$ cat src/rom_map_pkg.sv
// ~~~~~~~~~~~~~~~~~~~~~~~~~~~~~~
// ROM map constants
// ~~~~~~~~~~~~~~~~~~~~~~~~~~~~~~

`default_nettype none

package rom_map_pkg;

    // address widths
    localparam int CLIENT_AW = 20; // client byte address
    localparam int SDRAM_AW  = 22; // sdram 32-bit word address

    // clients, lower index wins arbitration
    localparam int NUM_CLIENTS = 4;
    localparam int CLIENT_IW   = 2; // width of a client index

    localparam logic [CLIENT_IW-1:0] CL_SND  = 2'd0;
    localparam logic [CLIENT_IW-1:0] CL_OBJ  = 2'd1;
    localparam logic [CLIENT_IW-1:0] CL_CHAR = 2'd2;
    localparam logic [CLIENT_IW-1:0] CL_MAIN = 2'd3;

    // region start of each client, in sdram words
    localparam logic [SDRAM_AW-1:0] MAIN_OFFSET = 22'h00000; // program rom
    localparam logic [SDRAM_AW-1:0] SND_OFFSET  = 22'h10000;
    localparam logic [SDRAM_AW-1:0] CHAR_OFFSET = 22'h14000;
    localparam logic [SDRAM_AW-1:0] OBJ_OFFSET  = 22'h20000; // sprite data

    // start-up hold off
    localparam int READY_CYCLES = 15;
    localparam int READY_CW     = 4; // must hold READY_CYCLES

endpackage

`default_nettype wire
$ cat src/sdram_bus_pkg.sv
// ~~~~~~~~~~~~~~~~~~~~~~~~~~~~~~
// SDRAM and client bus types
// ~~~~~~~~~~~~~~~~~~~~~~~~~~~~~~

`default_nettype none

package sdram_bus_pkg;
    import rom_map_pkg::*;

    // wishbone classic, master to slave
    typedef struct packed {
        logic                cyc;
        logic                stb;
        logic                we;  // reads only, tied low
        logic [SDRAM_AW-1:0] adr;
    } wb_m2s_t;

    // wishbone classic, slave to master
    typedef struct packed {
        logic        ack;
        logic [31:0] dat;
    } wb_s2m_t;

    typedef struct packed {
        logic                 cs;
        logic [CLIENT_AW-1:0] addr;
    } client_req_t;

    // byte clients see the upper byte as zero
    typedef struct packed {
        logic        ok;
        logic [15:0] data;
    } client_rsp_t;

    // one sdram word, byte view for cpus, half view for video
    typedef union packed {
        logic [3:0][7:0]  bytes;
        logic [1:0][15:0] halves;
    } rom_word_u;

    typedef struct packed {
        rom_word_u              word;
        logic [NUM_CLIENTS-1:0] we; // one-hot slot select
    } slot_fill_t;

endpackage

`default_nettype wire

$ cat src/rom_fetch_top.sv
// ~~~~~~~~~~~~~~~~~~~~~~~~~~~~~~
// ROM fetch subsystem top
// ~~~~~~~~~~~~~~~~~~~~~~~~~~~~~~

`timescale 1ns/1ns
`default_nettype none

module rom_fetch_top
    import rom_map_pkg::*, sdram_bus_pkg::*;
(
    input  logic        clk,
    input  logic        reset,
    input  logic        downloading,
    input  client_req_t main_req,
    input  client_req_t snd_req,
    input  client_req_t char_req,
    input  client_req_t obj_req,
    output client_rsp_t main_rsp,
    output client_rsp_t snd_rsp,
    output client_rsp_t char_rsp,
    output client_rsp_t obj_rsp,
    output wb_m2s_t     wb_o,
    input  wb_s2m_t     wb_i,
    output logic        ready
);

    logic [NUM_CLIENTS-1:0]               miss;
    logic [NUM_CLIENTS-1:0][SDRAM_AW-1:0] word_addrs;
    slot_fill_t                           fill;

    ready_timer u_timer (
        .clk(clk), .reset(reset), .downloading(downloading), .ready(ready)
    );

    // cpus read bytes, video layers read halves
    rom_slot #(.BYTE_WIDE(1'b1), .REGION_OFFSET(SND_OFFSET), .SLOT_INDEX(CL_SND)) u_snd (
        .clk(clk), .reset(reset), .downloading(downloading), .ready(ready),
        .req(snd_req), .rsp(snd_rsp), .miss(miss[CL_SND]),
        .word_addr(word_addrs[CL_SND]), .fill(fill)
    );

    rom_slot #(.BYTE_WIDE(1'b0), .REGION_OFFSET(OBJ_OFFSET), .SLOT_INDEX(CL_OBJ)) u_obj (
        .clk(clk), .reset(reset), .downloading(downloading), .ready(ready),
        .req(obj_req), .rsp(obj_rsp), .miss(miss[CL_OBJ]),
        .word_addr(word_addrs[CL_OBJ]), .fill(fill)
    );

    rom_slot #(.BYTE_WIDE(1'b0), .REGION_OFFSET(CHAR_OFFSET), .SLOT_INDEX(CL_CHAR)) u_char (
        .clk(clk), .reset(reset), .downloading(downloading), .ready(ready),
        .req(char_req), .rsp(char_rsp), .miss(miss[CL_CHAR]),
        .word_addr(word_addrs[CL_CHAR]), .fill(fill)
    );

    rom_slot #(.BYTE_WIDE(1'b1), .REGION_OFFSET(MAIN_OFFSET), .SLOT_INDEX(CL_MAIN)) u_main (
        .clk(clk), .reset(reset), .downloading(downloading), .ready(ready),
        .req(main_req), .rsp(main_rsp), .miss(miss[CL_MAIN]),
        .word_addr(word_addrs[CL_MAIN]), .fill(fill)
    );

    rom_arbiter_fsm u_arb (
        .clk(clk), .reset(reset), .downloading(downloading),
        .miss(miss), .word_addrs(word_addrs),
        .wb_o(wb_o), .wb_i(wb_i), .fill(fill)
    );

endmodule

`default_nettype wire

$ cat src/rom_arbiter_fsm.sv
// ~~~~~~~~~~~~~~~~~~~~~~~~~~~~~~
// ROM fetch arbiter FSM
// ~~~~~~~~~~~~~~~~~~~~~~~~~~~~~~

`timescale 1ns/1ns
`default_nettype none

module rom_arbiter_fsm
    import rom_map_pkg::*, sdram_bus_pkg::*;
(
    input  logic                                 clk,
    input  logic                                 reset,
    input  logic                                 downloading,
    input  logic [NUM_CLIENTS-1:0]               miss,
    input  logic [NUM_CLIENTS-1:0][SDRAM_AW-1:0] word_addrs,
    output wb_m2s_t                              wb_o,
    input  wb_s2m_t                              wb_i,
    output slot_fill_t                           fill
);

    typedef enum logic [1:0] {
        IDLE,
        BUS,
        FILL
    } state_t;

    state_t               state;
    logic [CLIENT_IW-1:0] grant;
    logic [CLIENT_IW-1:0] pick;
    logic [SDRAM_AW-1:0]  adr_q;
    rom_word_u            rd_word;

    // fixed priority, lowest index wins
    always_comb begin
        pick = '0;
        for (int i = NUM_CLIENTS - 1; i >= 0; i--) begin
            if (miss[i])
                pick = CLIENT_IW'(i);
        end
    end

    always_ff @(posedge clk) begin
        if (reset || downloading) begin
            state <= IDLE; // drop any cycle in flight
        end else begin
            case (state)
                IDLE: begin
                    if (|miss)
                        state <= BUS;
                end
                BUS: begin
                    if (wb_i.ack)
                        state <= FILL;
                end
                FILL: begin
                    state <= IDLE;
                end
                default: begin
                    state <= IDLE;
                end
            endcase
        end
    end

    // grant and address are only loaded in IDLE so adr is stable in BUS
    always_ff @(posedge clk) begin
        if (state == IDLE && |miss) begin
            grant <= pick;
            adr_q <= word_addrs[pick];
        end
        if (state == BUS && wb_i.ack)
            rd_word <= wb_i.dat;
    end

    always_comb begin
        wb_o.cyc = (state == BUS);
        wb_o.stb = (state == BUS);
        wb_o.we  = 1'b0;
        wb_o.adr = adr_q;
    end

    always_comb begin
        fill.word = rd_word;
        if (state == FILL)
            fill.we = NUM_CLIENTS'(1) << grant;
        else
            fill.we = '0;
    end

    // classic handshake, request held unchanged until the slave acks
    a_adr_hold: assert property (@(posedge clk) disable iff (reset)
        wb_o.stb && !wb_i.ack && !downloading |=> wb_o.stb && $stable(wb_o.adr));

    a_fill_onehot: assert property (@(posedge clk) disable iff (reset)
        $onehot0(fill.we));

endmodule

`default_nettype wire

$ cat src/rom_slot.sv
// ~~~~~~~~~~~~~~~~~~~~~~~~~~~~~~
// One-word ROM cache slot
// ~~~~~~~~~~~~~~~~~~~~~~~~~~~~~~

`timescale 1ns/1ns
`default_nettype none

module rom_slot
    import rom_map_pkg::*, sdram_bus_pkg::*;
#(
    parameter bit                  BYTE_WIDE     = 1'b0,
    parameter logic [SDRAM_AW-1:0] REGION_OFFSET = '0,
    parameter int                  SLOT_INDEX    = 0
) (
    input  logic                clk,
    input  logic                reset,
    input  logic                downloading,
    input  logic                ready,
    input  client_req_t         req,
    output client_rsp_t         rsp,
    output logic                miss,
    output logic [SDRAM_AW-1:0] word_addr,
    input  slot_fill_t          fill
);

    logic [SDRAM_AW-1:0] tag;
    logic                valid;
    rom_word_u           word;
    rom_word_u           src_word;
    logic [1:0]          lane;
    logic                hit;
    logic                fill_we;
    logic                ok_q;
    logic [15:0]         data_q;
    logic [15:0]         lane_data;

    assign fill_we = fill.we[SLOT_INDEX];

    // word address and lane from the client byte address
    always_comb begin
        if (BYTE_WIDE) begin
            word_addr = REGION_OFFSET + SDRAM_AW'(req.addr[CLIENT_AW-1:2]);
            lane      = req.addr[1:0];
        end else begin
            word_addr = REGION_OFFSET + SDRAM_AW'(req.addr[CLIENT_AW-1:1]);
            lane      = {1'b0, req.addr[0]};
        end
    end

    assign hit  = valid && (tag == word_addr);
    assign miss = req.cs && !hit && ready;

    // a fill is forwarded so ok follows the we pulse by one cycle
    assign src_word = fill_we ? fill.word : word;

    always_comb begin
        if (BYTE_WIDE)
            lane_data = {8'h00, src_word.bytes[lane]};
        else
            lane_data = src_word.halves[lane[0]];
    end

    always_ff @(posedge clk) begin
        if (reset || downloading) begin
            valid <= 1'b0; // download rewrites the rom
            ok_q  <= 1'b0;
        end else begin
            if (fill_we)
                valid <= 1'b1;
            ok_q <= req.cs && (hit || fill_we);
        end
    end

    always_ff @(posedge clk) begin
        if (fill_we) begin
            word <= fill.word;
            tag  <= word_addr; // client holds its address until ok
        end
        data_q <= lane_data;
    end

    assign rsp = '{ok: ok_q, data: data_q};

    // arbiter only fills a slot that is still waiting for its word
    a_fill_on_miss: assert property (@(posedge clk) disable iff (reset || downloading)
        fill_we |-> miss);

endmodule

`default_nettype wire

$ cat src/ready_timer.sv
// ~~~~~~~~~~~~~~~~~~~~~~~~~~~~~~
// Start-up ready timer
// ~~~~~~~~~~~~~~~~~~~~~~~~~~~~~~

`timescale 1ns/1ns
`default_nettype none

module ready_timer
    import rom_map_pkg::*;
(
    input  logic clk,
    input  logic reset,
    input  logic downloading,
    output logic ready
);

    logic [READY_CW-1:0] cnt;
    logic                ready_q;

    always_ff @(posedge clk) begin
        if (reset || downloading) begin
            cnt     <= '0;
            ready_q <= 1'b0;
        end else begin
            if (cnt != READY_CW'(READY_CYCLES))
                cnt <= cnt + 1'b1; // stops at the limit
            ready_q <= (cnt >= READY_CW'(READY_CYCLES - 1));
        end
    end

    // no bus traffic in the cycle a download starts either
    assign ready = ready_q && !downloading;

    // full hold-off after every download
    a_hold_off: assert property (@(posedge clk) disable iff (reset)
        $fell(downloading) |-> !ready [*READY_CYCLES]);

endmodule

`default_nettype wire

$ cat config.mk
export PLATFORM = sky130hd
export DESIGN_NAME = rom_fetch_top
export DESIGN_NICKNAME = d
export VERILOG_FILES = /design/src/rom_map_pkg.sv /design/src/sdram_bus_pkg.sv /design/src/rom_fetch_top.sv /design/src/rom_arbiter_fsm.sv /design/src/rom_slot.sv /design/src/ready_timer.sv
export SDC_FILE = /design/constraint.sdc
export NUM_CORES = 1
export LEC_CHECK = 0
export ABC_AREA = 1
export BUFFER_PORTS_ARGS = -buffer_cell sky130_fd_sc_hd__buf_2
export CORE_MARGIN = 5
export CORE_UTILIZATION = 30
export DETAILED_ROUTE_END_ITERATION = 16
export GPL_TIMING_DRIVEN = 0
export HOLD_SLACK_MARGIN = 0.03
export MAX_ROUTING_LAYER = met4
export PLACE_DENSITY_LB_ADDON = 0.2
export SLEW_MARGIN = 10
export SYNTH_ARGS = -nofsm -noshare
export SYNTH_HDL_FRONTEND = slang
export SYNTH_SLANG_ARGS = --single-unit
export TNS_END_PERCENT = 50
$ cat constraint.sdc
create_clock -name clk -period 5.7 [get_ports clk]
set_clock_uncertainty 0.15 [all_clocks]
set_input_delay 0.285 -clock clk [delete_from_list [all_inputs] [get_ports clk]]
set_output_delay 0.285 -clock clk [all_outputs]
set_load 0.005 [all_outputs]
==> flow_summary_export.csv <==
group,metric,value,unit
finish,area_delta_synth_final,32.39,%
detailed_routing,viasPerCell,4.399,
grt,antenna_found_initial,0,
yosys,synth-seq-area-share,60.49,%
timing,period_minus_slack,3.463,ns
run,maxCapViolCount,0,
detailed_routing,post_drt_wl_per_cell,16.79,microns
yosys,synth_top_cell_by_area,"edfxtp_1",
finish,drive_gt1_share,19.94,%
grt,grtUsageTotal,16.92,%
die,die_h,216.8,microns
detailed_routing,postRouteAntennaNets,0,
yosys,synth_cells,1404,
place,dpl_cell_area,14580,sq um
place,hpwl,29640,microns
die,floorplan.core_area,42130,sq um
die,die_area,46980,sq um
clock_tree,clkTransAtPathRegs,0.06,ns
grt,grt_start_max_net_pins,30,
worst_hold_path,hold_path.class,"primary input to flop",
die,start_util,30.44,%
yosys,ys_warn_count,0,
power_and_ir_drop,powerDensity,297.4,nW/um^2
timing,fin_crit_sh,60.76,%
place,place_congestion,0.8586,
die,io_pins,214,
power_and_ir_drop,vdd.ir_drop.worst,191.9,uV
grt,grt_overflow_total,0,
clock_tree,cts_setup_buffers,0,
worst_setup_path,critPathKind,"flop to flop",
finish,fin_nets,1901,
clock_tree,cts_buffers,37,
power_and_ir_drop,cellLeakagePower,7.686,nW
yosys,synth_top_area_share,30.67,%
place,portBuffers,192,
timing,setup_viol,0,
status,status,"finished, final reports clean",
clock_tree,cts_tree,"yes",
worst_setup_path,crit_arrival,3.75,ns
finish,final_cells,2345,
yosys,netlist_area,12820,sq um
die,placement_rows,75,
yosys,synth.avg_cell_area,9.134,sq um
timing,relSlewSlack,20.84,%
timing,final_hold_viol_count,0,
worst_setup_path,required,5.99,ns
grt,grt_pass1_vias,10540,
clock_tree,clockRootBuffer,"clkbuf_16",
yosys,yosysUniqueCellTypes,32,
timing,slew_violations,0,
timing,max_freq,0.2887,GHz
timing,tns,0,ns
place,post-place-cells,2157,
clock_tree,cts-resized-gates,0,
detailed_routing,wl,39360,microns
detailed_routing,drt_iter0_drc,879,
worst_setup_path,startpoint_type,"flop",
clock_tree,cts.sinks,322,
worst_setup_path,crit_fanout,21,
clock_tree,h-tree-depth,2,
detailed_routing,route.detailed.drc,0,
finish,final_area,16980,sq um
worst_setup_path,endpoint_kind,"flop",
clock_tree,clock_path_buffers,3,
clock_tree,clk_latency,0.55,ns
detailed_routing,firstDrtPassIters,5,
yosys,synth.area.top_cells,"edfxtp_1 31%, dfxtp_1 30%, nand2_1 8.4%",
detailed_routing,vias,10320,
yosys,synth-seq-cells,322,
timing,max_slew.worst_pin.slew,1.184,ns
power_and_ir_drop,total_power,5.050,mW
grt,grt_pass1_wl,59760,microns
timing,grt_setup_unrepaired,"false",
die,die_w,216.8,microns
-- registers in the layout, summed over array words and instances (netlist names), 16 cells and up --
signal         cells
u_arb.rd_word     32
u_char.word       32
u_main.word       32
u_obj.word        32
u_snd.word        32
u_arb.adr_q       20
u_char.tag        20
u_obj.tag         20
u_snd.tag         19
u_main.tag        18
u_char.data_q     16
u_obj.data_q      16
-- critical path: stages, from the launching register on --
cell and delay, ns:
edfxtp_1 0.48, inv_1 0.15, nor3_4 0.97, inv_2 0.24, clkbuf_1 0.33, nand2_1 0.11
o21ai_0 0.11, o21ai_0 0.17, o22ai_1 0.09, dlygate4sd3_1 0.55
-- stage by stage --
step | setup WS [ns] | hold slack, ns | util [%]
finish | 2.237 | 0.1407 | 40.30
global placement | 0.8325 | 0.2917 | 34.48
detailed placement | 2.597 | 0.2978 | 34.61
floorplan | 2.464 | 0.2334 | -
global route | 1.956 | 0.1372 | 40.29
CTS | 2.212 | 0.09233 | 40.29
-- metal layers --
metal / vias up / routed length (microns) / share of wire [%] / GRT usage, %
met5: - / 0 / 0 / -
met4: 0 / 1078 / 2.7 / 5.639
met3: 68 / 1750 / 4.4 / 2.710
met2: 277 / 18880 / 48 / 28.37
met1: 4723 / 17660 / 45 / 21.01
li1: 5248 / - / - / -
-- what timing repair did --
item	CTS	global route
endpoints found under the hold margin	142	0
hold buffers	119	0
setup endpoints to repair	0	0
-- final cells by class --
cell class	instances	area, sq um
buffer	78	445.4
fill	4226	25160
antenna	1	2.502
timing repair buffer	315	2193
clock inverter	23	205.2
inverter	207	777.0
sequential	322	7757
multi-input combinational	815	3926
tap	539	674.4
clock buffer	45	997.2
-- power by group --
| part | internal (mW) | switching (mW) | total (mW) |
|---|---|---|---|
| clock network | 1.36 | 0.995 | 2.35 |
| registers | 2.41 | 0.00475 | 2.42 |
| logic | 0.140 | 0.144 | 0.284 |
| total | 3.91 | 1.14 | 5.05 |
-- logic make-up (layout without fill, tap and decap cells) --
kind of cell	Yosys count	in the layout	synth area share, %
AOI/OAI and AO/OA	247	247	10.04
xor gates and xnor gates	28	28	1.912
adders and majority gates	5	5	0.4878
buffers and inverters	285	668	9.512
DFF	322	322	60.49
other	1	20	0.02924
and+or+nand+nor	516	516	17.53
-- final timing paths --
kind                            to            from  depth (start not counted)  slack, ns
setup / recovery  u_main.data_q[2]  u_arb.grant[1]                          9       2.24
setup reg to reg  u_main.data_q[2]  u_arb.grant[1]                          9       2.24
hold reg to reg     u_snd.word[14]  u_snd.word[14]                          2       0.31
hold / removal     u_snd.data_q[2]      snd_req[0]                          3       0.14
-- placed cells by master, fill, tap and decap left out, types with 6 or more instances in the layout --
cell,n
nand2_1,287
buf_2,210
inv_1,200
dfxtp_1,191
o21ai_0,186
edfxtp_1,131
dlygate4sd3_1,119
nand3_1,90
nor2_1,72
clkbuf_16,38
or2_2,35
clkbuf_1,31
buf_4,28
o22ai_1,25
o21ai_1,20
conb_1,19
xor2_1,14
xnor2_1,14
a21oi_1,10
nand2_2,8
nand4_1,8
inv_2,7
nor3_1,7
clkinv_2,6
clkinv_1,6
-- Yosys cell counts --
cell type / instances
or2_2: 35
edfxtp_1: 131
nor2_4: 1
nor2_1: 72
inv_1: 200
dfxtp_1: 191
buf_6: 4
nor3_2: 1
inv_2: 7
nand2_1: 287
buf_2: 18
a211oi_1: 4
o22ai_1: 25
xnor2_1: 14
o21ai_1: 20
nand3b_1: 2
conb_1: 1
buf_4: 26
a21oi_2: 1
o2111a_1: 1
ha_1: 5
nor3_4: 3
nand2_2: 8
a21oi_1: 10
nor3_1: 8
buf_1: 2
nand3_1: 90
nor4_1: 1
nand4_1: 8
clkbuf_1: 28
o21ai_0: 186
xor2_1: 14
(Power assumes the default switching activity.)
